## config.mk

```make
export PLATFORM = sky130hd
export DESIGN_NAME = bht
export DESIGN_NICKNAME = d
export VERILOG_FILES = /design/src/rtl/bht.sv
export SDC_FILE = /design/constraint.sdc
export NUM_CORES = 1
export LEC_CHECK = 0
export BUFFER_PORTS_ARGS = -buffer_cell sky130_fd_sc_hd__buf_2
export CAP_MARGIN = 20
export CORE_MARGIN = 2
export CORE_UTILIZATION = 24
export CTS_BUF_LIST = sky130_fd_sc_hd__clkbuf_2 sky130_fd_sc_hd__clkbuf_4 sky130_fd_sc_hd__clkbuf_8
export CTS_CLUSTER_SIZE = 10
export DETAILED_ROUTE_END_ITERATION = 8
export RECOVER_POWER = 25
export SLEW_MARGIN = 20
export SYNTH_ARGS = -nofsm -noshare
export SYNTH_HDL_FRONTEND = slang
export SYNTH_SLANG_ARGS = --single-unit
export TNS_END_PERCENT = 1
```

## constraint.sdc

```tcl
create_clock -name clk -period 3 [get_ports clk]
set_input_delay 0.15 -clock clk [delete_from_list [all_inputs] [get_ports clk]]
set_output_delay 0.15 -clock clk [all_outputs]
set_load 0.01 [all_outputs]
```

## src/rtl/bht.sv

```systemverilog
module bht #(
    parameter int k_width = 6,
    parameter int h_width = 8
) (
    input  logic               clk,
    input  logic               rstn,
    input  logic [k_width-1:0] rd_idx,
    output logic [h_width-1:0] bh,
    input  logic               update_en,
    input  logic [k_width-1:0] wr_idx,
    input  logic [h_width-1:0] wr_bh,
    input  logic               taken
);
    localparam int entries = 1 << k_width;

    logic [h_width-1:0] bh_mem [entries];

    assign bh = bh_mem[rd_idx];

    // history starts empty for every branch
    always_ff @(posedge clk) begin
        if (!rstn) begin
            for (int i = 0; i < entries; i++) begin
                bh_mem[i] <= '0;
            end
        end else if (update_en) begin
            // history seen at fetch plus the real outcome
            bh_mem[wr_idx] <= {wr_bh[h_width-2:0], taken};
        end
    end

endmodule

```

# Word level (Yosys, flattened, before mapping)
# Memories as Yosys holds them, arrays and structs flattened.
# Cells that the tools add are included.
[classes]
mux = 7
n_reduce_logical = 1
[op_table]
columns = ["cell", "count"]
rows = [
  ["2-to-1 mux 8 bit", 1],
  ["OR reduction 8 bit", 1],
  ["2-to-1 mux 6 bit", 1],
  ["2-to-1 mux 1 bit", 5],
]
[word_totals]
regBits = 0
ram_bits = 512
input_bits = 24
output_inout_bits = 8
elab_cells = 9
memories = 1
[memory_table]
columns = ["memory", "words", "word_bits", "read_ports", "rd_clocked_by_memory_dff", "write_ports", "line", "source"]
rows = [
  ["bh_mem", 64, 8, 1, 0, 64, "16", "logic [h_width-1:0] bh_mem [entries];"],
]

# Longest topological paths before layout
[depth]
ltp_word = 5
depth_mapped = 10
ltp_nobuf = 5

# Least setup slack after synthesis
# OpenSTA, ideal clock, no wires.
[synth_path]
kind = "input port to flip-flop"
start = "in wr_idx[2]"
end = "mem bh_mem[0][0] (enable)"
setup_time_ns = 0.384
arrival_time_ns = 1.744
required_time_ns = 2.616
setup_slack_ns = 0.872
stages = 4
n_path_buf = 2
cell_sequence = "clkbuf_1 -> or4_1 -> clkbuf_1 -> o21ai_0"
[synth_lines]
columns = ["item", "line", "source"]
rows = [
  ["start: declaration", "10", "input logic [k_width-1:0] wr_idx,"],
  ["end: declaration", "16", ""],
]

# Worst setup path in the final report
[layout_path]
start = "mem bh_mem[26][2]"
end = "out bh[2]"
[layout_between]
elab_chain_cells = 1
[layout_rtl]
columns = ["item", "line", "source"]
rows = [
  ["memory read (64 x 8 bit)", "-", ""],
  ["end: declaration", "8", "output logic [h_width-1:0] bh,"],
]
# No other way between the ends.

==> flow_summary_export.csv <==
group,metric,value,unit
clocking,cts_sinks,512,
final_layout,fillers,9826,
logic_synthesis,yosysUniqueCellTypes,39,
timing,hold_violations,0,
final_layout,diodes,0,
min_path,worstHoldPathType,"input port to flop",
die,die_area,0.102,mm^2
place,place.gp.congestion,0.841,
logic_synthesis,synthTopCellsByArea,"edfxtp_1 (65%), and2_1 (13%), mux4_2 (13%)",
timing,report.final.slew_viol_count,0,
logic_synthesis,synthFlopType,"edfxtp_1",
routing,drt_wl_total,61.7,mm
final_layout,drive_above_1_share,22.3,%
final_layout,top_regs,"bh_mem (512)",
min_path,holdPathEnd,"bh_mem[54][6]$_SDFFCE_PN0P_",
die,start_util,24.2,%
die,die_w,319,um
power_and_ir_drop,netSwitchingFraction,23.8,%
clocking,cts_made_buffers,86,
power_and_ir_drop,seq_power_share,53.4,%
logic_synthesis,synth.avg_cell_area,15.2,um^2
logic_synthesis,synth_fp_nets,1593,
logic_synthesis,syn_area,0.0238,mm^2
logic_synthesis,synthCells,1569,
clocking,h-tree-depth,3,
timing,tns,0,ns
critical_path,critPathArrivalTime,2.74,ns
job,maxCapViolCount,0,
timing,setup_viol,0,
logic_synthesis,synth_largest_area_cell,"edfxtp_1",
place,post-place-ws,0.196,ns
power_and_ir_drop,vdd_drop_max,0.000294,V
final_layout,largest_reg_flops,512,
global_routing,grt.total_usage,12.2,%
routing,first_pass_iters,7,
routing,drtAntennaViolNets,0,
clocking,cts_buffer_depth,3,
routing,drtIter0Drc,1641,
timing,timing.final.crit_share,96.3,%
final_layout,multi_input_area,0.00782,mm^2
global_routing,grt_overflow,0,
final_layout,regMostFlops,"bh_mem",
power_and_ir_drop,internal_power,11900,uW
power_and_ir_drop,p_leak,0.00914,uW
final_layout,fin_util,28.0,%
routing,routedWlPerCell,20.4,um
critical_path,crit_path_end_kind,"primary output",
clocking,clk_pin_slew,0.06,ns
min_path,hp-start,"wr_bh[5]",
global_routing,grt_pass1_wl,92.8,mm
timing,fmax,0.346,GHz
routing,drc,0,
critical_path,start_kind,"flop",
logic_synthesis,yosysTopAreaCellShare,64.6,%
logic_synthesis,netlist_top_cells_count,"and2_1 (512), edfxtp_1 (512), mux4_2 (132), clkbuf_1 (85), nor2_1 (76)",
logic_synthesis,async_flop_share,0,%
critical_path,path_class,"flop to primary output",
die,dieHeight,319,um
routing,vias_per_cell,4.50,
outcome,status,"complete, no violations",
global_routing,grt_max_degree,65,
power_and_ir_drop,netSwitchingPower,3730,uW
die,io_pins,32,
final_layout,seqCellArea,0.0154,mm^2
timing,rsz0062_at_grt,"false",
timing,max-slew-margin-rel,9.56,%
final_layout,syn_to_final_growth,15.5,%
final_layout,fin_nets,1703,
power_and_ir_drop,p_clk_share,38.4,%
timing,setup_ws,0.112,ns
clocking,postCtsSetupBuffers,0,
clocking,root_buffer,"clkbuf_8",
place,portBuffers,30,
power_and_ir_drop,pwr-share-comb,8.2,%
logic_synthesis,ys_seq_elements,512,
power_and_ir_drop,powerDensity,569,mW/mm^2
logic_synthesis,yosysWarnings,0,
critical_path,required,2.85,ns
timing,period_minus_slack,2.89,ns
routing,vias,13600,
die,core_area,0.0983,mm^2
clocking,cts_tree,"done",
logic_synthesis,ys_seq_area_share,64.6,%
timing,tightestPinTransition,1.36,ns
die,rows,115,
global_routing,grt_pass1_vias,14200,
place,hpwl,41.2,mm
min_path,hold-path-cell-count,2,
critical_path,cp_max_fo,1,
global_routing,antenna_found_initial,10,
logic_synthesis,synth_edf_count,512,
==> per-stage QoR <==
| step | instance area [um^2] | instances | hold slack (ns) | power [uW] |
|---|---|---|---|---|
| CTS | 27600 | 3030 | 0.0276 | 15800 |
| global route | 27500 | 3030 | 0.0593 | 16100 |
| floorplan | 23800 | 1569 | 0.520 | 9200 |
| finish | 27500 | 3030 | 0.0764 | 15600 |
| detailed placement | 25900 | 2878 | 0.757 | 9780 |
| global placement | 25900 | 2878 | 0.751 | 9750 |
==> critical path, stage by stage, from the launching register on <==
cell      delay, ns
edfxtp_1       0.37
mux4_2         0.52
mux2i_1        0.21
a211oi_1       0.17
o21ai_1        0.34
o41ai_1        0.16
buf_4          0.17
buf_2          0.14
==> cells by family after synthesis <==
kind of cell,count (synthesis),share of synthesized area [%]
muxes,162,13.8
AOI/OAI and AO/OA,122,2.93
DFF,512,64.6
buffers and inverters,128,2.50
and+or+nand+nor,645,16.1
==> metal layers <==
layer | vias to the layer above | wire length (um) | track usage [%]
met5 | - | 43 | 0
met2 | 506 | 29200 | 19.4
li1 | 6041 | - | -
met1 | 6991 | 25900 | 16.4
met3 | 93 | 4830 | 2.58
met4 | 8 | 1700 | 4.28
==> what timing repair did <==
action	4_1_cts	5_1_grt
hold buffers	0	0
gates resized for setup	1	0
setup endpoints to repair	1	0
==> power by group through the flow <==
stage	clock network (uW)	registers, uW	logic [uW]
detailed placement	0	8490	1300
floorplan	0	8430	769
global route	6400	8370	1350
global placement	0	8470	1280
finish	6000	8340	1280
CTS	6110	8350	1300
==> worst max path at each step <==
stage	from	end	slack, ns	depth (start not counted)
after floorplan	wr_idx[2]	bh_mem[0][0]$_SDFFCE_PN0P_	0.87	4
after global placement	rd_idx[0]	bh[0]	0.17	8
after detailed placement	rd_idx[0]	bh[0]	0.20	8
after CTS	bh_mem[26][2]$_SDFFCE_PN0P_	bh[2]	0.08	7
after global routing	bh_mem[26][5]$_SDFFCE_PN0P_	bh[5]	0.04	7
final	bh_mem[26][2]$_SDFFCE_PN0P_	bh[2]	0.11	7
==> placed cells by master, fill, tap and decap left out, types with 25 or more instances in the layout <==
master / n
nor2_1: 76
o21ai_0: 67
buf_4: 90
mux2i_1: 25
clkbuf_8: 88
edfxtp_1: 512
mux4_2: 132
clkinv_1: 27
clkbuf_1: 25
and2_0: 84
and2_1: 428
==> cell type report <==
type,count,area share (%)
Tap cell,1287,5.86
Clock buffer,109,4.98
Clock inverter,43,0.893
Timing Repair Buffer,148,3.83
Multi-Input combinational cell,929,28.4
Inverter,2,0.0273
Sequential cell,512,56.0
Power figures use the tool's default switching activity.
