**config.mk**
```make
export PLATFORM = sky130hd
export DESIGN_NAME = ghr
export DESIGN_NICKNAME = d
export VERILOG_FILES = /design/src/rtl/ghr.sv
export SDC_FILE = /design/constraint.sdc
export NUM_CORES = 1
export LEC_CHECK = 0
export BUFFER_PORTS_ARGS = -buffer_cell sky130_fd_sc_hd__buf_2
export CORE_MARGIN = 5
export CORE_UTILIZATION = 35
export DETAILED_ROUTE_END_ITERATION = 7
export GPL_ROUTABILITY_DRIVEN = 0
export HOLD_SLACK_MARGIN = 0.08
export SKIP_LAST_GASP = 1
export SLEW_MARGIN = 10
export SYNTH_ARGS = -nofsm -noshare
export SYNTH_HDL_FRONTEND = slang
export SYNTH_SLANG_ARGS = --single-unit
```
**constraint.sdc**
```tcl
create_clock -name clk -period 1.41 [get_ports clk]
set_input_delay 0.282 -clock clk [delete_from_list [all_inputs] [get_ports clk]]
set_output_delay 0.282 -clock clk [all_outputs]
set_load 0.03 [all_outputs]
```
**src/rtl/ghr.sv**
```systemverilog
module ghr #(
    parameter int h_width = 8
) (
    input  logic               clk,
    input  logic               rstn,
    input  logic               stall,
    input  logic               pred_jump,
    input  logic               pred_taken,
    input  logic               upd_jump,
    input  logic               upd_taken,
    input  logic               mis_taken,
    input  logic               update_en,
    output logic [h_width-1:0] gh,
    output logic [h_width-1:0] gh_commit
);

    // speculative copy, follows the predictions
    always_ff @(posedge clk) begin
        if (!rstn) begin
            gh <= '0;
        end else if (update_en && mis_taken) begin
            gh <= {gh_commit[h_width-2:0], upd_taken};  // restore with real outcome
        end else if (!stall && pred_jump) begin
            gh <= {gh[h_width-2:0], pred_taken};
        end
    end

    // committed copy, follows execute
    always_ff @(posedge clk) begin
        if (!rstn) begin
            gh_commit <= '0;
        end else if (update_en && upd_jump) begin
            gh_commit <= {gh_commit[h_width-2:0], upd_taken};
        end
    end

endmodule

```
Word-level counts from Yosys, hierarchy flattened
Index checks and enable logic that the tools add are counted.
{"block": "classes", "muxes": 2, "n_reduce_logical": 5}
{"operator": "$mux 8", "n": 2}
{"operator": "$logic_and 1x1->1", "n": 3}
{"operator": "$reduce_bool 2->1", "n": 1}
{"operator": "$logic_not 1->1", "n": 1}
{"block": "word_totals", "reg_bits": 16, "out_inout_bits": 16, "elab_cells": 9, "input_bits": 9}

Longest topological paths before layout
Gate-level depths: netlist (run 1).
{"block": "depth", "ltp_word": 4, "depth_mapped": 5}

Worst setup path before layout (run 1)
Ideal clock, no wire load.
{"block": "synth_timing", "path_kind": "input to register", "from": "in update_en", "to": "reg gh[4]", "path_slack_ns": 0.326, "arrival_ns": 0.960, "stages": 5, "setup_ns": 0.124, "path_cell_list": "and2_1 -> buf_6 -> buf_2 -> o31ai_1 -> a31oi_1"}
{"block": "synth_via", "elab_chain_len": 2}
{"item": "from (decl)", "line_no": "12", "rtl": "input logic update_en,"}
{"item": "$logic_and 1x1->1 (*)", "line_no": "21", "rtl": "end else if (update_en && mis_taken) begin"}
{"item": "$mux 8 / $reduce_bool 2->1 (equally long branches)"}
{"item": "to (signal assigned)", "line_no": "22", "rtl": "gh <= {gh_commit[h_width-2:0], upd_taken};"}
{"item": "to (signal assigned)", "line_no": "24", "rtl": "gh <= {gh[h_width-2:0], pred_taken};"}
{"item": "to (decl)", "line_no": "13", "rtl": "output logic [h_width-1:0] gh,"}
Mark *: on every way between the ends. The rest lies on a longest branch, timed or not.
A chain may end at the register's enable or synchronous reset.

Worst setup path in the final report (run 1)
{"block": "layout_timing", "from": "reg gh_commit[1]", "to": "out gh_commit[1]"}
{"item": "from (decl)", "line_no": "14", "rtl": "output logic [h_width-1:0] gh_commit"}
{"item": "from (signal assigned)", "line_no": "33", "rtl": "gh_commit <= {gh_commit[h_width-2:0], upd_taken};"}
No word-level cell between the ends.

==> results.md, run 1 <==
- Status: finished, final reports clean
- Sequential-to-total area share from yosys stat: a little under half
- Antenna viol nets, final: 0
- Setup tns final: 0 ps
- Sequential power share: a little under three fifths
- Hold Slack: roughly 280 ps
- Worst-Margin Slew: slightly below 300 ps
- Comb pwr share: between 15 and 20%
- MaxCap Viol Count: 0
- Final-report max-slew violation count: 0
- Largest family of logic cells by synthesized area: compound AO/OA/AOI/OAI gates
- Worst setup path class: reg -> out
- Clock power frac: between 20% and 30%
- Critical path launch point type: flop
- Detailed Route Iter0 Violations: 23
- Post-synthesis cell count: 83
- CP max FO: 4
- Starting density of the core: 35.94%
- Internal: 0.6223 mW
- Seq cells post-synth: 16
- # diodes: 0
- Post-Synth Simple-Gate Area: a little over a fifth
- Worst-Skew Late Latency: roughly 280 ps
- Routing usage on met3: under 10%
- Worst slack, placed: between 150 and 200 ps
- Largest net degree at the start of global routing: 17
- Post-CTS Setup Inserts: 0
- Pleak: between 0.3 and 0.4 nW
- HP Start: upd_taken
- H-tree levels: 1
- HP Class: in -> reg
- R2R Path End: gh[1]
- Synth Net Count: 92
- CTS tree: yes
- Wire length per cell: 12.82 um
- Fin crit share: between 80% and 90%
- PD cells: just over 1000 nW/um2
- GR Layer Usage met1: between 15 and 20%
- Mux contribution to synthesized area: around 1.4%
- Final Hold Viols: 0
- Total CTS buffers: 3
- Most Crowded Layer GR: met2
- Post-CTS Resized: 0
- CP required: 1130 ps
- Layout Nets: between 100 and 150
- Worst vdd ir: approximately 0.83 mV
- Final setup viols: 0
- R2R depth: 2
- Worst path arrival time: roughly 890 ps
- Non-Filler Instances: roughly 130
- GR Overflow Total: 0
- CTS Buffer Depth: 2
- Slowest CP cell: dfxtp_1
- Hold EP: gh_commit[0]
- WL final: 1718 um
- Multi-input gate area: 325.3 um2
- Library cells used by synthesis: 15
- Sequential Area: 320.3 um2
- Delay-heaviest family, CP: flip-flops
- YS warnings: 0
- R2R setup slack: ~600 ps
- RSZ-0062 raised after global routing: no
- Initial antenna violation count: 0
- Adder-Cell Fraction of Synth Area: 0%
- Compound-cell area share of the yosys netlist: about 24%
- Buffers & Inverters on Critical Path: 1
- DR pass1 iterations: 4
- GR Layer Usage met2: a little under a fifth
- Vias per cell: about 5.0
- XOR/XNOR Fraction of Synth Area: 0%
- PortBufs: 24
- Filler cell count: between 200 and 250
- Skew final: between 6 and 7 ps
- DIE WIDTH: ~54 um
- Hold path cells: 3
- DRC errors left: 0
- Syn_area_per_cell: approximately 8.3 um2
- Crit. End Element: output port
- Worst relative slew slack: 80.64%
- PnR worst setup slack: approximately 240 ps
- Fin area: 852.1 um2
- Post-Syn Area: 690.7 um2
- First-pass GRT wire length: roughly 2700 um
- Via count: between 600 and 700
- Die footprint: just under 3000 um2
- Ports: 25
- RR Startpoint: gh[1]
- GRT Total Usage: 13.00%
- Clock root buffer: clkbuf_4
- Clock transition at the registers of the reported paths: about 80 ps
- CTS Hold Bufs: 0
- Layout cell share with drive strength beyond 1: a little under 30%
- Clock sinks: 16
- Post-DP HPWL: approximately 1300 um
- NetSw: between 0.2 and 0.3 mW
- Area Growth Syn to Fin: 23.37%
- Core ar.: just under 2000 um2
- CP Cell Sequence: buf_2
- Die Height: around 54 um
- Max frequency: approximately 850 MHz
- Placed insts: roughly 130
- Placed instance area: 829.5 um2
- # rows: 16
- Sw Share: just under 30%
- Min cycle time layout: around 1200 ps
- Vias in the first global route: 585
- Critical Path Max Stage Delay: 390 ps
layer usage:
| metal | share of wire, % | wire, um |
|---|---|---|
| met4 | 0.70 | 12 |
| met5 | 0 | 0 |
| met1 | 49 | 849 |
| met3 | 7.1 | 122 |
| met2 | 43 | 733 |
synthesized netlist by cell type, drive strengths merged:
cell | instances | area share (%)
a21boi | 8 | 8.7
a21oi | 1 | 0.72
a31oi | 7 | 6.3
and2 | 1 | 0.91
buf | 5 | 5.4
clkbuf | 2 | 1.1
dfxtp | 16 | 46
mux2i | 1 | 1.4
nand2 | 24 | 13
nand3 | 8 | 5.8
nor2b | 1 | 0.91
o21ai | 1 | 0.72
o31ai | 7 | 7.6
or2 | 1 | 0.91
metrics by stage:
step | total power, mW | utilization, %
global route | 0.9121 | 44.34
floorplan | 0.6027 | -
global placement | 0.6460 | 43.16
detailed placement | 0.6482 | 43.16
finish | 0.8747 | 44.34
CTS | 0.8830 | 44.34
sequential cells by signal (all words and copies together), names as in the netlist:
signal     flops
gh_commit      8
gh             8
cells in the final DEF, fill, tap and decap left out:
cell type	count
nand2_1	24
nor2b_1	1
clkbuf_4	3
o21ai_0	1
a21oi_1	1
or2_1	1
buf_2	24
dfxtp_1	16
mux2i_1	1
nand3_1	8
a31oi_1	7
a21boi_0	8
o31ai_1	7
and2_1	1
buf_4	4
worst register-to-register path: stages, from the launching register on:
cell     delay, ps
dfxtp_1        340
o31ai_1        280
a31oi_1         70
kinds of logic (layout without fill, tap and decap cells):
kind of cell           count (synthesis)  count (layout)
multiplexers                           1               1
AO/OA/AOI/OAI                         24              24
buffers and inverters                  7              31
AND/OR/NAND/NOR                       35              35
flip-flops                            16              16
worst max path at each step:
| stage | start | to | slack [ps] | depth (start not counted) |
|---|---|---|---|---|
| detailed placement | update_en | gh[3] | 170 | 5 |
| global placement | update_en | gh[5] | 190 | 5 |
| global route | gh_commit[3] | gh_commit[3] | 160 | 1 |
| CTS | gh_commit[4] | gh_commit[4] | 230 | 1 |
| finish | gh_commit[1] | gh_commit[1] | 240 | 1 |
| floorplan | update_en | gh[4] | 330 | 5 |
power by group through the flow:
stage / Sequential, mW / Clock [mW] / Combinational, mW
floorplan: 0.534 / 0 / 0.0686
global placement: 0.497 / 0 / 0.149
detailed placement: 0.498 / 0 / 0.151
CTS: 0.487 / 0.245 / 0.151
global route: 0.489 / 0.261 / 0.162
finish: 0.487 / 0.237 / 0.151
layout make-up:
class	instances	share of cell area, %
multi-input cells	60	38.18
well taps	27	3.965
repair buffers	28	17.62
flip-flops and latches	16	37.59
clock buffers	3	2.643
Note: power is estimated with default switching activity, not from simulation.
==> run 2: changes to the inputs <==
==> constraint.sdc (replaced) <==
create_clock -name clk -period 1.1 [get_ports clk]
set_input_delay 0.22 -clock clk [delete_from_list [all_inputs] [get_ports clk]]
set_output_delay 0.22 -clock clk [all_outputs]
set_load 0.03 [all_outputs]
==> results.md, run 2 (synthesis gave the netlist of run 1 again) <==
- Status: finished, final reports clean
- Most frequent cells in the layout: 24 x nand2_1, 14 x buf_4, 11 x buf_2
- Clock root buffer: clkbuf_4
- H-tree levels: 1
- DIE WIDTH: roughly 54 um
- CP Cell Sequence: buf_2
- Die footprint: between 2000 and 3000 um2
- Layout cell share with drive strength beyond 1: between 30% and 40%
- Placed instance area: approximately 840 um2
- Pleak: ~0.38 nW
- HP Class: in -> reg
- CP max FO: 3
- Ports: 25
- Wire length per cell: between 10 and 15 um
- Final-report max-slew violation count: 0
- Antenna viol nets, final: 0
- DRC errors left: 0
- DR pass1 iterations: 4
- Largest regs: gh: 8 flops, gh_commit: 8 flops
- Min cycle time layout: between 1000 and 1500 ps
- Worst path arrival time: 840 ps
- Final Hold Viols: 0
- Final Core Density: 47.79%
- Core ar.: roughly 1900 um2
- Detailed Route Iter0 Violations: 22
- Final setup viols: 0
- # rows: 16
- Crit. End Element: output port
- WL final: about 1600 um
- Worst relative slew slack: roughly 81%
- Clock transition at the registers of the reported paths: around 100 ps
- Clock sinks: 16
- Via count: approximately 690
- CTS tree: yes
- Layout Nets: about 120
- Worst vdd ir: around 0.70 mV
- Total CTS buffers: 3
- Critical path launch point type: flop
- PortBufs: 24
- Slowest CP cell: dfxtp_1
- CTS Buffer Depth: 2
- Critical Path Max Stage Delay: between 300 and 400 ps
- # diodes: 0
- Starting density of the core: between 30 and 40%
- Die Height: 54.42 um
- Commonest non-fill, non-tap cell in the layout: nand2_1
- Initial antenna violation count: 0
- Worst-Skew Late Latency: approximately 280 ps
- Final Power: 1.216 mW
- RSZ-0062 raised after global routing: no
- First-pass GRT wire length: 2663 um
- Area Growth Syn to Fin: 32.97%
- Vias per cell: about 5.0
- CP required: around 880 ps
- Hold Slack: roughly 200 ps
- Fin area: just over 900 um2
- Max frequency: approximately 940 MHz
- Skew final: about 1.9 ps
- GRT Total Usage: between 10 and 15%
- Delay-heaviest family, CP: flip-flops
- GR Overflow Total: 0
- MaxCap Viol Count: 0
- Post-DP HPWL: roughly 1200 um
- Buffers & Inverters on Critical Path: 1
- Fin crit share: 96.29%
- PD cells: approximately 1300 nW/um2
- Worst setup path class: reg -> out
- Vias in the first global route: just over 600
- Setup tns final: 0 ps
- Largest net degree at the start of global routing: 17
- Worst-Margin Slew: between 200 and 300 ps
==> run 2: area by class of cell <==
| cell class | instances | area, um2 |
|---|---|---|
| timing repair buffer | 29 | 190.2 |
| sequential | 16 | 332.8 |
| tap | 27 | 33.78 |
| clock buffer | 4 | 36.28 |
| multi-input combinational | 60 | 325.3 |
| fill | 207 | 1003 |
==> run 2: metrics by stage <==
stage,cells,setup slack [ps]
2_1_floorplan,83,78.45
3_3_place_gp,132,0.1135
3_5_place_dp,132,-17.10
4_1_cts,136,-2.288
5_1_grt,136,5.390
6_report,136,40.81
==> run 2: final timing paths <==
path                      from      endpoint  slack, ps  cells past startpoint
hold reg to reg   gh_commit[7]  gh_commit[7]        470                      2
setup reg to reg         gh[6]         gh[6]        330                      2
hold / removal       upd_taken  gh_commit[0]        200                      3
setup / recovery         gh[5]         gh[5]         40                      1
==> run 2: layer usage <==
metal	routed length, um	GRT usage (%)	share of wire (%)	vias to the layer above
li1	-	-	-	341
met1	798	16.80	49	324
met2	713	17.93	44	19
met3	95	2.725	5.9	2
met4	16	4.979	0.99	0
met5	0	0	0	-
==> run 2: where the power goes <==
group / switching [mW] / internal [mW]
logic: 0.124 / 0.0779
clock network: 0.186 / 0.201
registers: 0.0195 / 0.607
==> run 2: timing repair <==
action	in CTS	in global routing
cloned	0	0
hold buffers	0	0
gates resized for setup	8	17
setup buffers	0	0
setup endpoints to repair	7	12
