### config.mk
export PLATFORM = sky130hd
export DESIGN_NAME = dir_predictor
export DESIGN_NICKNAME = d
export VERILOG_FILES = /design/src/rtl/bp_isa_pkg.sv /design/src/rtl/bp_pipe_pkg.sv /design/src/rtl/dir_predictor.sv
export SDC_FILE = /design/constraint.sdc
export NUM_CORES = 2
export LEC_CHECK = 0
export ABC_AREA = 1
export BUFFER_PORTS_ARGS = -buffer_cell sky130_fd_sc_hd__buf_2
export CORE_AREA = 5 5 366 368
export CTS_CLUSTER_SIZE = 28
export DETAILED_ROUTE_END_ITERATION = 8
export DIE_AREA = 0 0 371 373
export PLACE_DENSITY = 0.66
export RECOVER_POWER = 50
export SYNTH_ARGS = -nofsm -noshare
export SYNTH_HDL_FRONTEND = slang
export SYNTH_SLANG_ARGS = --single-unit
### constraint.sdc
create_clock -name clk -period 8.15 [get_ports clk]
set_input_delay 0.4075 -clock clk [delete_from_list [all_inputs] [get_ports clk]]
set_output_delay 0.4075 -clock clk [all_outputs]
set_load 0.005 [all_outputs]
### src/rtl/bp_isa_pkg.sv
package bp_isa_pkg;

    localparam int addr_w = 30;  // word address

    typedef enum logic [2:0] {
        not_jump      = 3'd0,
        direct_jump   = 3'd1,
        jump          = 3'd2,
        call          = 3'd3,
        ret           = 3'd4,
        indirect_jump = 3'd5,
        other_jump    = 3'd6
    } branch_kind_e;

    // xor-fold pc into the low width bits, upper bits stay zero
    function automatic logic [15:0] fold_hash(input logic [addr_w-1:0] pc,
                                              input int unsigned width);
        logic [15:0] res;
        res = '0;
        for (int i = 0; i < addr_w; i++) begin
            res[i % width] = res[i % width] ^ pc[i];
        end
        return res;
    endfunction

    function automatic logic [15:0] mix_hash(input logic [15:0] pc_fold,
                                             input logic [15:0] hist,
                                             input int unsigned width);
        logic [15:0] mask;
        mask = (16'(1) << width) - 16'(1);
        return (fold_hash(addr_w'(pc_fold), width) ^ hist) & mask;
    endfunction

    // 2-bit saturating step
    function automatic logic [1:0] cnt_step(input logic [1:0] cnt, input logic up);
        if (up) begin
            return (cnt == 2'b11) ? cnt : cnt + 2'd1;
        end
        return (cnt == 2'b00) ? cnt : cnt - 2'd1;
    endfunction

endpackage

### src/rtl/bp_pipe_pkg.sv
package bp_pipe_pkg;

    typedef struct packed {
        logic npc;
        logic kind;
        logic taken;
    } mis_t;

    typedef struct packed {
        logic btb_ras;  // 1 stack, 0 btb
        logic loc_glb;  // 1 global, 0 local
    } choice_t;

    // resolved branch from execute
    typedef struct packed {
        logic [bp_isa_pkg::addr_w-1:0] pc;
        logic [bp_isa_pkg::addr_w-1:0] npc;
        logic [bp_isa_pkg::addr_w-1:0] ret_pc;
        bp_isa_pkg::branch_kind_e      kind;
        logic                          taken;
        logic [15:0]                   bh;
        choice_t                       choice_real;
        logic [1:0]                    choice_cnt_glb;
        logic [1:0]                    choice_cnt_ras;
        mis_t                          mis;
    } upd_t;

    typedef struct packed {
        logic [bp_isa_pkg::addr_w-1:0] npc;
        bp_isa_pkg::branch_kind_e      kind;
        logic                          taken;
        logic [15:0]                   bh;
        choice_t                       choice;
        logic [1:0]                    choice_cnt_glb;
        logic [1:0]                    choice_cnt_ras;
    } pred_t;

endpackage

### src/rtl/dir_predictor.sv
module dir_predictor #(
    parameter int k_width = 6,
    parameter int h_width = 8
) (
    input  logic               clk,
    input  logic               rstn,
    input  logic [k_width-1:0] pc_idx,
    input  logic [h_width-1:0] gh,
    input  logic [h_width-1:0] bh,
    input  bp_pipe_pkg::upd_t  upd,
    input  logic               update_en,
    input  logic [h_width-1:0] gh_commit,
    output logic               taken,
    output logic               choice_glb,
    output logic [1:0]         choice_cnt
);
    localparam int entries = 1 << h_width;
    localparam int cho_entries = 1 << k_width;

    logic [1:0]         glb_cnt [entries];
    logic [1:0]         loc_cnt [entries];
    logic [1:0]         cho_cnt [cho_entries];
    logic [15:0]        g_hash, l_hash;
    logic [15:0]        upd_fold, ug_hash, ul_hash;
    logic [h_width-1:0] g_idx, l_idx, ug_idx, ul_idx;
    logic [k_width-1:0] u_idx;
    logic               train;

    // fetch side
    assign g_hash = bp_isa_pkg::mix_hash(16'(pc_idx), 16'(gh), h_width);
    assign l_hash = bp_isa_pkg::mix_hash(16'(pc_idx), 16'(bh), h_width);
    assign g_idx  = g_hash[h_width-1:0];
    assign l_idx  = l_hash[h_width-1:0];

    assign choice_cnt = cho_cnt[pc_idx];
    assign choice_glb = choice_cnt[1];
    assign taken      = choice_glb ? glb_cnt[g_idx][1] : loc_cnt[l_idx][1];

    // update side, same hashes on the execute copy
    assign upd_fold = bp_isa_pkg::fold_hash(upd.pc, k_width);
    assign ug_hash  = bp_isa_pkg::mix_hash(upd_fold, 16'(gh_commit), h_width);
    assign ul_hash  = bp_isa_pkg::mix_hash(upd_fold, upd.bh, h_width);
    assign ug_idx   = ug_hash[h_width-1:0];
    assign ul_idx   = ul_hash[h_width-1:0];
    assign u_idx    = upd_fold[k_width-1:0];

    assign train = update_en && (upd.kind == bp_isa_pkg::direct_jump ||
                                 upd.kind == bp_isa_pkg::other_jump);

    always_ff @(posedge clk) begin
        if (!rstn) begin
            for (int i = 0; i < entries; i++) begin
                glb_cnt[i] <= 2'b01;
                loc_cnt[i] <= 2'b01;
            end
            for (int j = 0; j < cho_entries; j++) begin
                cho_cnt[j] <= 2'b01;
            end
        end else if (train) begin
            glb_cnt[ug_idx] <= bp_isa_pkg::cnt_step(glb_cnt[ug_idx], upd.taken);
            loc_cnt[ul_idx] <= bp_isa_pkg::cnt_step(loc_cnt[ul_idx], upd.taken);
            // chooser steps from the value seen at fetch
            cho_cnt[u_idx]  <= bp_isa_pkg::cnt_step(upd.choice_cnt_glb,
                                                    upd.choice_real.loc_glb);
        end
    end

endmodule

# ---- Word level (Yosys, flattened, before mapping)
# Memories as Yosys holds them, arrays and structs flattened.
# Cells that the tools add are included.
dict set report word_totals {
  reg_bits 0
  ram_bits 1152
  in_bits 152
  output_inout_bits 4
  elab_cells 88
  n_memories 3
}
dict set report op_classes {
  addsub 6
  eq_ne 5
  muxes 38
  bitwise_logic 28
  n_reduce_logical 8
}
# memory depth word_bits read_ports rd_clocked_by_memory_dff wr line
set mem_list {}
lappend mem_list {glb_cnt 256 2 2 0 256 dir_predictor.sv:20} ;# logic [1:0] glb_cnt [entries];
lappend mem_list {loc_cnt 256 2 2 0 256 dir_predictor.sv:21} ;# logic [1:0] loc_cnt [entries];
lappend mem_list {cho_cnt 64 2 1 0 64 dir_predictor.sv:22} ;# logic [1:0] cho_cnt [cho_entries];
# operator n
set op_table {}
lappend op_table {{$mux 2} 21}
lappend op_table {{$xor 6x8->8} 4}
lappend op_table {{$xor 1x1->1} 24}
lappend op_table {{$mux 8} 2}
lappend op_table {{$mux 1} 14}
lappend op_table {{$add 2x1->2 const B} 3}
lappend op_table {{$eq 2x2->1 const B} 3}
lappend op_table {{$logic_not 2->1} 3}
lappend op_table {{$mux 6} 1}
lappend op_table {{$reduce_or 2->1} 3}
lappend op_table {{$sub 2x1->2 const B} 3}
lappend op_table {{$eq 3x1->1 const B} 1}
lappend op_table {{$eq 3x3->1 const B} 1}
lappend op_table {{$logic_and 1x1->1} 1}
lappend op_table {{$logic_or 1x1->1} 1}

# ---- Logic depth before layout (Yosys ltp)
# An unclocked memory read counts as a cell.
dict set report logic_depth {
  ltp_word 13
  mapped_depth 27
  depth_no_buf 23
}

# ---- Least setup slack after synthesis
# OpenSTA, ideal clock, no wires.
dict set report synth_path {
  path_type {input port to flip-flop}
  from {input upd[102] (netlist bit)}
  to {memory loc_cnt[192][0] (data pin)}
  setup_ns 0.268
  arrival_ns 2.696
  required_ns 7.882
  setup_slack_ns 5.186
  stages 23
  n_path_buf 4
  cell_sequence {or2_1 > nand2_1 > nand2_1 > nand2_1 > nand2_2 > nand2_2 > nand2_1 > nand2_2 > buf_4 > buf_4 > nand3_1 > nand3_1 > nand2_1 > o21ai_0 > nand2_1 > nor2_1 > nor2_1 > nor2_1 > nand2_1 > nand2_2 > buf_4 > clkbuf_1 > nand3_1}
}
# item line
set synth_rtl {}
lappend synth_rtl {{start, declared} dir_predictor.sv:10} ;# input bp_pipe_pkg::upd_t upd,
lappend synth_rtl {{end, declared} dir_predictor.sv:21}

# ---- Worst setup path after layout
dict set report layout_path {
  from {input pc_idx[0]}
  to {output taken}
}
dict set report layout_via {
  elab_chain_cells 3
  word_cells_on_any_way 6
  classes_between {1 x mux; 2 x bitwise; 3 x memory}
}
# item line
set layout_rtl {}
lappend layout_rtl {{start, declared} dir_predictor.sv:7} ;# input logic [k_width-1:0] pc_idx,
lappend layout_rtl {{$xor 6x8->8} bp_isa_pkg.sv:31} ;# return (fold_hash(addr_w'(pc_fold), width) ^ hist) & mask;
lappend layout_rtl {{$mem_v2 256x2 (on tied branches)} -}
lappend layout_rtl {{$mux 1 *} dir_predictor.sv:37} ;# assign taken = choice_glb ? glb_cnt[g_idx][1] : loc_cnt[l_idx][1];
lappend layout_rtl {{end, declared} dir_predictor.sv:13} ;# output logic taken,
# Every way passes the cells marked *; elsewhere a longest branch is shown, timed or not.

==> results by group <==
Status
  – Status: finished, violations left
  – Failing checks: design-rule violations, max-capacitance violations, max-slew violations

Clocking
  – CTS root buf: clkbuf_16
  – Setup repair bufs after CTS: 0
  – Htree depth: 4
  – Clk Latency, worst-skew pair: 0.78 ns
  – CTS Hold Bufs: 0
  – PostCTS Resize Cnt: 0
  – Num CTS Buffers: 132
  – Clock Pin Slew Worst Setup and Hold Paths: approximately 0.060 ns
  – # clock sinks: approximately 1200
  – Max clock buf depth: 3
  – TritonCTS clock tree: yes

GRT
  – Grt peak-use layer: met2
  – M2 GR Usage: about half
  – First-pass GRT wire length: around 320 mm
  – GRT Total Usage: 30.29%
  – Met3 usage: 5.978%
  – Initial antenna violation count: 5
  – Gr ovfl total: 0
  – GR Util met1: around two fifths
  – Vias in the first global route: 57310
  – Largest net degree at the start of global routing: between 150 and 200

Synth
  – Syn_nets: 8414
  – Yosys reg bits: ~1200
  – Register area share after synthesis: 52.36%
  – Average size of a mapped cell: 7.996 um^2
  – Yosys warns: 0
  – Cell variety after synth: 34
  – Post-Syn Area: 0.06606 mm^2
  – Post-Synthesis Cells: 8262

Critical path
  – R2R Setup Slk: around 3.6 ns
  – CP required: between 7 and 8 ns
  – Crit Path Max Fanout: 50
  – CP endpoint kind: output port
  – Startpoint Class: input pin
  – Reg2Reg Launch Point: loc_cnt[0][1]
  – R2R Path End: loc_cnt[71][1]
  – Reg2Reg Depth: 15
  – WS Path Type: input pin to output port
  – Critical path data arrival time: 6.29 ns

Drt
  – Routed Antenna Nets: 0
  – Iter 0 DRT Violations: 8305
  – DRC viols: 1
  – Wire per inst: 21.93 um
  – Vias: between 50000 and 60000
  – First-pass iteration count of the detailed router: 9
  – Vias per Instance: between 6 and 7
  – DRT Wirelength: 214.8 mm

Power and ir drop
  – Share of total power in sequential cells: just over 40%
  – Lkg Pwr: 0.02523 uW
  – Total Power: 16560 uW
  – Psw: 5827 uW
  – Combinational power share: 25.1%
  – Sw Share: 35.19%
  – Internal power: 10730 uW
  – Clk pwr share: between 30% and 40%
  – PD cells: between 200 and 250 mW/mm^2
  – VDD IR-drop max: 0.2402 mV

STA
  – Max Fclk: 149.3 MHz
  – Final period utilization: 82.17%
  – Min Tclk post-route: 6.697 ns
  – Final TNS setup: 0 ns
  – Setup violators final: 0
  – Fin. max-slew vios: 433
  – Worst-case clock skew: 0.03411 ns
  – Fin. Hold Viols: 0
  – Slew @ Worst Pin: 2.635 ns
  – Slew HR: -75.66%
  – Unrepaired setup endpoints after global routing: no

Floorplan
  – Die Span X: 371 um
  – Initial cell density of the core: 50.64%
  – Die ar.: 0.1384 mm^2
  – Area of the core: approximately 0.13 mm^2
  – Row cnt: 133
  – I/O Pins: 156
  – Die H: 373 um

Min path
  – Hold Path Origin: rstn
  – Hold path cells: 2
  – Hold Crit Class: input pin to flop
  – Worst hold endpoint: glb_cnt[39][1]

Cells and area
  – Commonest non-fill, non-tap cell in the layout: nand2_1
  – Most frequent cells in the layout: 2057 x nand2_1, 1342 x nand3_1, 1268 x nor2_1
  – Syn-to-layout area delta: 7.051%
  – Fill count: 11950
  – Nets: slightly above 8000
  – Layout cells sized above 1: 6.021%
  – Post-Route Utilization: 54.21%

Placed design
  – RePlAce Congestion: approximately 0.87
  – HPWL Detailed: 122.2 mm
  – Port Buffers: 81

Flow run
  – Max_cap viols: 22
==> sequential cells by signal (all words and copies together), names as in the netlist <==
register / count
glb_cnt: 512
loc_cnt: 512
cho_cnt: 128
==> power by group through the flow <==
stage / Sequential (uW) / Combinational (uW) / Clock, uW
2_1_floorplan: 6860 / 2830 / 0
3_3_place_gp: 6880 / 4000 / 0
3_5_place_dp: 6880 / 4030 / 0
4_1_cts: 6760 / 4040 / 5670
5_1_grt: 6780 / 4390 / 5930
6_report: 6760 / 4160 / 5640
==> layer usage <==
| metal | up-vias | wire [um] |
|---|---|---|
| met5 | - | 13 |
| met4 | 2 | 10220 |
| met3 | 639 | 26390 |
| met2 | 3711 | 97870 |
| met1 | 28150 | 80320 |
| li1 | 26790 | - |
==> through the flow <==
step,hold WS [ns],setup WS (ns),cells,instance area (um^2)
after floorplan,0.7705,5.186,8262,66060
after global placement,1.098,2.126,9556,66900
after detailed placement,1.110,2.054,9556,66900
after CTS,0.2860,2.680,9793,70920
after global routing,0.3408,1.304,9794,70720
final,0.3169,1.453,9796,70720
==> cell usage after synthesis <==
master    instances  area [um^2]
or2_2            92        575.6
clkinv_1          5        18.77
buf_1             3        11.26
clkbuf_1        307         1152
xnor2_2           1        16.27
and3_1            1        6.260
xor2_1           10        87.58
o21ai_1          21        105.1
nor2_4            2        22.52
o221ai_1         13        113.9
o211ai_1        204         1531
inv_1           724         2718
nand4_1          16        100.1
a31oi_1           1        6.260
buf_4            67        503.0
o22ai_1          83        519.3
nand2_1        2063         7744
buf_2           268         1341
o21ai_0         266         1331
xnor2_1          19        166.4
nor3_1            2        10.01
nand2_2          12        75.07
inv_2             5        18.77
o311ai_0         13        113.9
nand3_2           3        30.03
o21bai_1          4        30.03
nand3_1        1343         6721
a21oi_1         261         1306
buf_6            23        259.0
or2_1             4        25.02
nand3b_1          3        22.52
nor2_1         1264         4745
edfxtp_1       1152        34590
nor2_2            7        43.79
==> worst max-delay path, stage by stage <==
cell	delay (ns)
buf_2	0.37
clkbuf_1	1.41
or2_2	0.33
nand2_4	0.34
inv_4	0.67
buf_4	0.62
nor2_1	0.08
o311ai_0	0.45
nand3_1	0.22
nand3_1	0.16
o211ai_1	0.10
nand3_1	0.08
o211ai_1	0.19
a31oi_1	0.54
buf_2	0.23
==> cell type report <==
| type | count | area (um^2) | share of cell area, % |
|---|---|---|---|
| tap | 1755 | 2196 | 3.105 |
| clock buffer | 164 | 3487 | 4.931 |
| antenna | 3 | 7.507 | 0.01062 |
| timing repair buffer | 207 | 1489 | 2.105 |
| sequential | 1152 | 34590 | 48.91 |
| inverter | 734 | 2760 | 3.903 |
| multi-input combinational | 5708 | 25660 | 36.28 |
| clock inverter | 73 | 528.0 | 0.7466 |
==> cell families after synthesis <==
group / synth area share, %
buffers and inverters: 9.116
and+or+nand+nor: 30.46
xor gates and xnor gates: 0.4091
AOI/OAI and AO/OA: 7.655
DFF: 52.36
==> worst max-delay path by stage <==
| stage | startpoint | to | slack [ns] |
|---|---|---|---|
| 3_3_place_gp | upd[106] | glb_cnt[234][0] | 2.13 |
| 4_1_cts | pc_idx[0] | taken | 2.68 |
| 3_5_place_dp | upd[102] | loc_cnt[71][1] | 2.05 |
| 5_1_grt | pc_idx[0] | taken | 1.30 |
| 6_report | pc_idx[0] | taken | 1.45 |
| 2_1_floorplan | upd[102] | loc_cnt[192][0] | 5.19 |
Power figures use the tool's default switching activity.
