**src/rtl/bp_isa_pkg.sv**
```systemverilog
package bp_isa_pkg;

    localparam int addr_w = 30;  // word address

    typedef enum logic [2:0] {
        not_jump      = 3'd0,
        direct_jump   = 3'd1,
        jump          = 3'd2,
        call          = 3'd3,
        ret           = 3'd4,
        indirect_jump = 3'd5,
        other_jump    = 3'd6
    } branch_kind_e;

    // xor-fold pc into the low width bits, upper bits stay zero
    function automatic logic [15:0] fold_hash(input logic [addr_w-1:0] pc,
                                              input int unsigned width);
        logic [15:0] res;
        res = '0;
        for (int i = 0; i < addr_w; i++) begin
            res[i % width] = res[i % width] ^ pc[i];
        end
        return res;
    endfunction

    function automatic logic [15:0] mix_hash(input logic [15:0] pc_fold,
                                             input logic [15:0] hist,
                                             input int unsigned width);
        logic [15:0] mask;
        mask = (16'(1) << width) - 16'(1);
        return (fold_hash(addr_w'(pc_fold), width) ^ hist) & mask;
    endfunction

    // 2-bit saturating step
    function automatic logic [1:0] cnt_step(input logic [1:0] cnt, input logic up);
        if (up) begin
            return (cnt == 2'b11) ? cnt : cnt + 2'd1;
        end
        return (cnt == 2'b00) ? cnt : cnt - 2'd1;
    endfunction

endpackage

```
**src/rtl/bp_pipe_pkg.sv**
```systemverilog
package bp_pipe_pkg;

    typedef struct packed {
        logic npc;
        logic kind;
        logic taken;
    } mis_t;

    typedef struct packed {
        logic btb_ras;  // 1 stack, 0 btb
        logic loc_glb;  // 1 global, 0 local
    } choice_t;

    // resolved branch from execute
    typedef struct packed {
        logic [bp_isa_pkg::addr_w-1:0] pc;
        logic [bp_isa_pkg::addr_w-1:0] npc;
        logic [bp_isa_pkg::addr_w-1:0] ret_pc;
        bp_isa_pkg::branch_kind_e      kind;
        logic                          taken;
        logic [15:0]                   bh;
        choice_t                       choice_real;
        logic [1:0]                    choice_cnt_glb;
        logic [1:0]                    choice_cnt_ras;
        mis_t                          mis;
    } upd_t;

    typedef struct packed {
        logic [bp_isa_pkg::addr_w-1:0] npc;
        bp_isa_pkg::branch_kind_e      kind;
        logic                          taken;
        logic [15:0]                   bh;
        choice_t                       choice;
        logic [1:0]                    choice_cnt_glb;
        logic [1:0]                    choice_cnt_ras;
    } pred_t;

endpackage

```
**src/rtl/target_predictor.sv**
```systemverilog
module target_predictor #(
    parameter int k_width   = 6,
    parameter int stack_len = 8
) (
    input  logic                          clk,
    input  logic                          rstn,
    input  logic [k_width-1:0]            pc_idx,
    input  logic [bp_isa_pkg::addr_w-1:0] pc_reg,
    input  bp_isa_pkg::branch_kind_e      kind,
    input  logic                          taken,
    input  bp_pipe_pkg::upd_t             upd,
    input  logic                          update_en,
    output logic [bp_isa_pkg::addr_w-1:0] npc,
    output logic                          choice_ras,
    output logic [1:0]                    choice_cnt
);
    localparam int entries = 1 << k_width;
    localparam int ptr_w   = (stack_len > 1) ? $clog2(stack_len) : 1;

    logic [bp_isa_pkg::addr_w-1:0] btb_mem [entries];
    logic [entries-1:0]            btb_valid;
    logic [1:0]                    ras_cnt [entries];
    logic [bp_isa_pkg::addr_w-1:0] ras_mem [stack_len];
    logic [ptr_w-1:0]              ras_ptr;  // next free slot
    logic [ptr_w-1:0]              ras_top, ras_next;
    logic [ptr_w:0]                ras_depth;
    logic [15:0]                   upd_hash;
    logic [k_width-1:0]            upd_idx;
    logic [bp_isa_pkg::addr_w-1:0] seq_pc, btb_npc;
    logic                          push, pop;

    assign upd_hash = bp_isa_pkg::fold_hash(upd.pc, k_width);
    assign upd_idx  = upd_hash[k_width-1:0];
    assign seq_pc   = pc_reg + 1'b1;

    // circular stack pointer
    assign ras_top  = (ras_ptr == '0) ? ptr_w'(stack_len - 1) : ras_ptr - 1'b1;
    assign ras_next = (ras_ptr == ptr_w'(stack_len - 1)) ? '0 : ras_ptr + 1'b1;
    assign push     = update_en && upd.kind == bp_isa_pkg::call;
    assign pop      = update_en && upd.kind == bp_isa_pkg::ret && ras_depth != '0;

    assign btb_npc    = btb_valid[pc_idx] ? btb_mem[pc_idx] : seq_pc;
    assign choice_cnt = ras_cnt[pc_idx];
    // only a ret may use the stack, and only when it holds something
    assign choice_ras = (kind == bp_isa_pkg::ret) && choice_cnt[1] && (ras_depth != '0);

    always_comb begin
        if (!taken) begin
            npc = seq_pc;
        end else if (choice_ras) begin
            npc = ras_mem[ras_top];
        end else begin
            npc = btb_npc;
        end
    end

    always_ff @(posedge clk) begin
        if (!rstn) begin
            btb_valid <= '0;
            for (int i = 0; i < entries; i++) begin
                ras_cnt[i] <= 2'b10;  // lean to the stack
            end
        end else if (update_en) begin
            if (upd.taken && upd.kind != bp_isa_pkg::not_jump) begin
                btb_valid[upd_idx] <= 1'b1;
            end
            if (upd.kind == bp_isa_pkg::ret) begin
                ras_cnt[upd_idx] <= bp_isa_pkg::cnt_step(upd.choice_cnt_ras,
                                                         upd.choice_real.btb_ras);
            end
        end
    end

    always_ff @(posedge clk) begin
        if (update_en && upd.taken && upd.kind != bp_isa_pkg::not_jump) begin
            btb_mem[upd_idx] <= upd.npc;
        end
        if (push) begin
            ras_mem[ras_ptr] <= upd.ret_pc;
        end
    end

    always_ff @(posedge clk) begin
        if (!rstn) begin
            ras_ptr   <= '0;
            ras_depth <= '0;
        end else if (push) begin
            ras_ptr <= ras_next;
            if (ras_depth != (ptr_w + 1)'(stack_len)) begin
                ras_depth <= ras_depth + 1'b1;  // full stack overwrites oldest
            end
        end else if (pop) begin
            ras_ptr   <= ras_top;
            ras_depth <= ras_depth - 1'b1;
        end
    end

endmodule

```
**config.mk**
```make
export PLATFORM = sky130hd
export DESIGN_NAME = target_predictor
export DESIGN_NICKNAME = d
export VERILOG_FILES = /design/src/rtl/bp_isa_pkg.sv /design/src/rtl/bp_pipe_pkg.sv /design/src/rtl/target_predictor.sv
export SDC_FILE = /design/constraint.sdc
export NUM_CORES = 2
export LEC_CHECK = 0
export BUFFER_PORTS_ARGS = -buffer_cell sky130_fd_sc_hd__buf_4
export CAP_MARGIN = 20
export CORE_AREA = 2 2 458 460
export CTS_CLUSTER_SIZE = 28
export DETAILED_ROUTE_END_ITERATION = 10
export DIE_AREA = 0 0 460 462
export GPL_TIMING_DRIVEN = 0
export SYNTH_ARGS = -nofsm -noshare
export SYNTH_HDL_FRONTEND = slang
export SYNTH_SLANG_ARGS = --single-unit
```
**constraint.sdc**
```tcl
create_clock -name clk -period 5.2 [get_ports clk]
set_input_delay 0.26 -clock clk [delete_from_list [all_inputs] [get_ports clk]]
set_output_delay 0.26 -clock clk [all_outputs]
set_load 0.05 [all_outputs]
```
; Word-level counts from Yosys, hierarchy flattened
; Memories as Yosys holds them, arrays and structs flattened.
; Index checks and enable logic that the tools add are counted.
[op_classes]
add_sub_neg = 7
magnitude_cmp = 3
n_eq_ne = 7
muxes = 37
bitwise_logic = 25
reduce_logical = 17
[ops]
columns = op, count
row1 = two-way mux 30 bit, 3
row2 = OR 64 bit, 1
row3 = "adder 30 x 1 -> 30 bit, second input constant", 1
row4 = XOR 1 bit, 24
row5 = two-way mux 1 bit, 16
row6 = two-way mux 2 bit, 8
row7 = "< comparator 6 x 7 -> 1 bit, second input constant", 2
row8 = two-way mux 3 bit, 4
row9 = two-way mux 4 bit, 3
row10 = "== test 3 bit, second input constant", 3
row11 = logical AND 1 bit, 9
row12 = binary-select mux 1 bit (select 6 bit), 1
row13 = demux 1 bit (select 6 bit), 1
row14 = ">= comparator 6 x 1 -> 1 bit, second input constant", 1
row15 = two-way mux 6 bit, 1
row16 = "adder 4 x 1 -> 4 bit, second input constant", 1
row17 = "!= test 4 bit, second input constant", 1
row18 = AND reduction 2 bit, 2
row19 = nonzero test 4 bit, 1
row20 = "subtractor 4 x 1 -> 4 bit, second input constant", 1
row21 = "adder 3 x 1 -> 3 bit, second input constant", 1
row22 = "== test 3 x 2 -> 1 bit, second input constant", 1
row23 = logical NOT 3 bit, 1
row24 = nonzero test 3 bit, 1
row25 = other kinds (8), 8
[totals]
reg_bits = 71
ramBits = 2288
in_bits = 162
out_inout_bits = 33
wordCells = 102
n_memories = 3
[memory_table]
columns = name, words, word_bits, read_ports, rd_ports_with_merged_regs, wr, line
row1 = btb_mem, 64, 30, 1, 0, 1, target_predictor.sv:20  ; logic [bp_isa_pkg::addr_w-1:0] btb_mem [entries];
row2 = ras_mem, 8, 30, 1, 0, 1, target_predictor.sv:23  ; logic [bp_isa_pkg::addr_w-1:0] ras_mem [stack_len];
row3 = ras_cnt, 64, 2, 1, 0, 64, target_predictor.sv:22  ; logic [1:0] ras_cnt [entries];

; Depth between registers and ports, before layout
[logic_depth]
ltp_word = 9
mapped_depth = 15
ltp_nobuf = 10

; Worst setup path after synthesis
; No wires, ideal clock.
[synth_path]
kind = input to output
from = in pc_idx[0]
to = out npc[4] (netlist name)
arrival_time_ns = 4.369
t_required_ns = 4.940
path_slack_ns = 0.571
stages = 15
path_buffers = 6
path_cell_list = buf_6 > buf_12 > buf_8 > inv_2 > buf_2 > nand2_1 > nand3_1 > a21oi_1 > nor3_1 > nand2_1 > inv_2 > buf_4 > buf_2 > nor2_1 > o32ai_1
[synth_between]
elab_chain_len = 5
elab_cells_between_ends = 9
classes_between = 5 x mux / 2 x reduce/logical / 2 x memory
[synth_lines]
columns = element, line
row1 = start: declaration, target_predictor.sv:7  ; input logic [k_width-1:0] pc_idx,
row2 = memory read (64 x 2 bit), n/a
row3 = net choice_cnt[1], target_predictor.sv:15  ; output logic [1:0] choice_cnt
row4 = logical AND 1 bit (2 in a row), target_predictor.sv:45  ; assign choice_ras = (kind == bp_isa_pkg::ret) && choice_cnt[1] && (ras_depth != '0);
row5 = two-way mux 30 bit, target_predictor.sv:50  ; end else if (choice_ras) begin
row6 = two-way mux 30 bit, target_predictor.sv:48  ; if (!taken) begin
row7 = end: declaration, target_predictor.sv:13  ; output logic [bp_isa_pkg::addr_w-1:0] npc,
; The timed path passes the listed nets, and every way through them passes these cells. The select of a mux whose other input is x is not followed.

; Worst setup path in the final report
[layout_path]
from = reg btb_valid[23]
to = out npc[5] (netlist name)
[layout_between]
elab_chain_len = 5
[layout_lines]
columns = element, line
row1 = start: declaration, target_predictor.sv:21  ; logic [entries-1:0] btb_valid;
row2 = start signal: assignment, target_predictor.sv:59  ; btb_valid <= '0;
row3 = start signal: indexed assignment, target_predictor.sv:65  ; btb_valid[upd_idx] <= 1'b1;
row4 = binary-select mux 1 bit (select 6 bit), target_predictor.sv:42  ; assign btb_npc = btb_valid[pc_idx] ? btb_mem[pc_idx] : seq_pc;
row5 = two-way mux 1 bit (not written as such), target_predictor.sv:42
row6 = two-way mux 30 bit, target_predictor.sv:42
row7 = two-way mux 30 bit, target_predictor.sv:50
row8 = two-way mux 30 bit, target_predictor.sv:48
; Every way passes these cells. The select of a mux whose other input is x is not followed.

==> impl_metrics.toml <==
[yosys]
synth_mux_area_frac = 0.1452
ys_seq_area_frac = 0.7555
ys_ff_latch = 2359
yosysTopAreaCellShare = 0.7402
postSynthAreaPerCell_um2 = 20.17
yosys.area.top_type = "edfxtp_1"
synth-edff-count = 2288
synth_area_leaders = "edfxtp_1, mux4_2, dfxtp_1"
synth-xor-area-share = 0.005756
syn_nets = 4771
synth_ff_type = "edfxtp_1"
synth_top_family_by_area = "multiplexers"
synth_common_cells = "edfxtp_1, mux4_2, nand2_1, nor2_1, clkbuf_1"
synth_cell_types = 73
ys_warn_count = 0
synth_fa_ha_area_frac = 0.001267
yosys.area_share.simple = 0.03264
syn-instance-count = 4601
synthesis.area_um2 = 92820
async_flop_share = 0
yosysMostFrequentCell = "edfxtp_1"
synth_compound_area_frac = 0.04142

[setup_path]
cp_data_required_time_ns = 4.94
reg2reg_from = "ras_ptr[0]$_SDFFE_PN0P_"
crit_path_start = "btb_valid[23]$_SDFFE_PN0P_"
end_kind = "primary output"
regToRegSetupSlack_ns = 1.79
cp-endpoint = "npc[5]"
cp_max_fo = 10
crit_type = "flip-flop to primary output"
cp-start-kind = "flip-flop"
cp.arrival_ns = 4.96
reg2reg_depth = 7
rr_endpoint = "ras_mem[3][9]$_DFFE_PP_"

[grt]
grt_pass1_wl_mm = 427.5
grt_use_total = 0.2988
grt_max_degree = 65
grt_pass1_vias = 50770
antenna_found_initial = 20
gr-total-overflow = 0

[cells_and_area]
num-fill-cells = 16330
multi_input_comb_area_um2 = 21620
final_cell_area_um2 = 109300
nets = 5382
seqCellArea_um2 = 70130
syn_to_final_growth_pct = 17.71
fin_util = 0.5250
final_layout_size_suffix_gt1_frac = 0.2699

[drt]
dr.pass1.iters = 9
drt_wl_total_mm = 318.3
remaining_drc_errors = 0
viasPerCell = 6.508
drt_iter0_markers = 9111
vias = 52970
ant_nets = 0
wl_per_cell_um = 39.10

[clocking]
cts_tree = "built"
h-tree-depth = 4
cts_setup_buffers = 0
clkTransAtPathRegs_ns = 0.07
clock_latency_ns = 0.91
numCtsBuffers = 233
clock_sinks = 2359
clock_path_buffers = 3
clockRootBuffer = "clkbuf_16"

[sta]
min_period_ns = 5.222
hold_violations = 0
setup_violations = 2
fmax_ghz = 0.1915
finClkSkew_ns = 0.04712
setup_slack_ns = -0.02205
tightest_slew_ns = 1.254
slew_headroom = 0.1638
fin_crit_sh = 1.004
slew_viol_final = 0
tns_ns = -0.02959

[pwr]
peakVddDrop_mv = 0.3878
p_leak_nw = 34.64
p_per_area_nw_per_um2 = 375.1

[floorplan]
die_height_um = 462
fp.dieW_um = 460
start_util = 0.4460
dieArea_um2 = 212500
io_pins = 195
coreArea_um2 = 208100
rows = 168

[status]
violations = "setup timing"
outcome = "finished with violations"

[place]
hpwl_mm = 219.9
portBuffers = 167
placed_area_um2 = 100900
gp_congestion = 0.8759

[job]
maxCapViolCount = 0

[min_path]
hp-class = "input pin to flip-flop"
-- area by class of cell --
| cell class | instances | share of cell area |
|---|---|---|
| inverters | 16 | 0.0005497 |
| diodes | 11 | 0.0002519 |
| clock buffers | 302 | 0.05689 |
| plain buffers | 272 | 0.01527 |
| clock inverters | 130 | 0.01202 |
| multi-input cells | 1952 | 0.1979 |
| well taps | 2720 | 0.03115 |
| repair buffers | 378 | 0.04413 |
| flip-flops and latches | 2359 | 0.6419 |
-- repair_timing --
| action | in CTS | in global routing |
|---|---|---|
| setup endpoints to repair | 28 | 15 |
| hold endpoints to repair | 2085 | 0 |
| hold buffers | 60 | 0 |
| gates resized for setup | 20 | 19 |
-- report_power, final --
part	leakage, nW	switching (mW)	total (mW)	internal, mW
registers	21.2	0.0660	21.2	21.1
logic	9.73	2.09	3.08	0.987
clock network	3.66	7.42	16.7	9.30
total	34.6	9.57	41.0	31.4
-- critical path, stage by stage, from the launching register on --
cell and delay (ns):
dfxtp_1 0.33, mux4_2 0.47, mux2_2 0.32, o22ai_1 0.15, or3_1 0.51, clkdlybuf4s15_1 0.96
nor3_1 0.16, o22ai_1 0.26, buf_4 0.25, o21ai_1 0.16, a22oi_1 0.20, buf_4 0.23
-- how the worst min path moves through the flow --
stage / startpoint / to / slack [ns] / depth (start not counted)
after floorplan: upd[59] / btb_mem[0][0]$_DFFE_PP_ / 0.36 / 0
after global placement: btb_valid[28]$_SDFFE_PN0P_ / btb_valid[28]$_SDFFE_PN0P_ / 0.44 / 1
after detailed placement: btb_valid[26]$_SDFFE_PN0P_ / btb_valid[26]$_SDFFE_PN0P_ / 0.45 / 1
after CTS: upd[8] / ras_cnt[2][1]$_SDFFCE_PN1P_ / 0.02 / 3
after global routing: upd[8] / ras_cnt[2][1]$_SDFFCE_PN1P_ / 0.08 / 3
final: upd[8] / ras_cnt[1][1]$_SDFFCE_PN1P_ / 0.06 / 3
-- cells in the final DEF, fill, tap and decap left out, types with 19 or more instances in the layout --
master and count:
a21oi_1 66, a221oi_1 32, a22o_1 37, a22oi_1 54
buf_12 89, buf_16 32, buf_2 63, buf_4 218
buf_6 43, clkbuf_1 161, clkbuf_16 236, clkinv_1 56
clkinv_2 38, dfxtp_1 71, dlygate4sd3_1 60, edfxtp_1 2288
mux2i_1 103, mux4_2 541, nand2_1 299, nand3_1 99
nor2_1 126, nor2_4 67, o211ai_1 19, o21a_1 64
o21ai_0 34, o221ai_1 28, o22ai_1 60, xnor2_1 42
xor2_1 19
-- registers in the layout, summed over array words and instances (netlist names) --
name	count
ras_ptr	3
ras_mem	240
ras_cnt	128
ras_depth	4
btb_mem	1920
btb_valid	64
-- metrics by stage --
| stage | hold slack [ns] | instances | setup WS, ns | power, mW |
|---|---|---|---|---|
| 2_1_floorplan | 0.3589 | 4601 | 0.5707 | 23.03 |
| 3_3_place_gp | 0.4387 | 7488 | -2.832 | 24.36 |
| 4_1_cts | 0.02413 | 8125 | 0.0001488 | 41.00 |
| 5_1_grt | 0.07971 | 8134 | -0.0009615 | 41.88 |
| 6_report | 0.05759 | 8140 | -0.02205 | 40.98 |
| 3_5_place_dp | 0.4459 | 7635 | -0.4824 | 24.55 |
-- routing by layer --
layer | up-vias | GRT usage | part of all wire
li1 | 20370 | - | -
met1 | 28100 | 0.4027 | 0.37
met2 | 3765 | 0.4609 | 0.46
met3 | 726 | 0.07728 | 0.12
met4 | 12 | 0.1321 | 0.051
met5 | - | 0 | 0.00024
-- cell families after synthesis --
group,Yosys count
simple gates,701
flops,2359
fa+ha+maj,9
compound gates,520
mux,661
xor+xnor,61
buf+inv,290
Note: power is estimated with default switching activity, not from simulation.
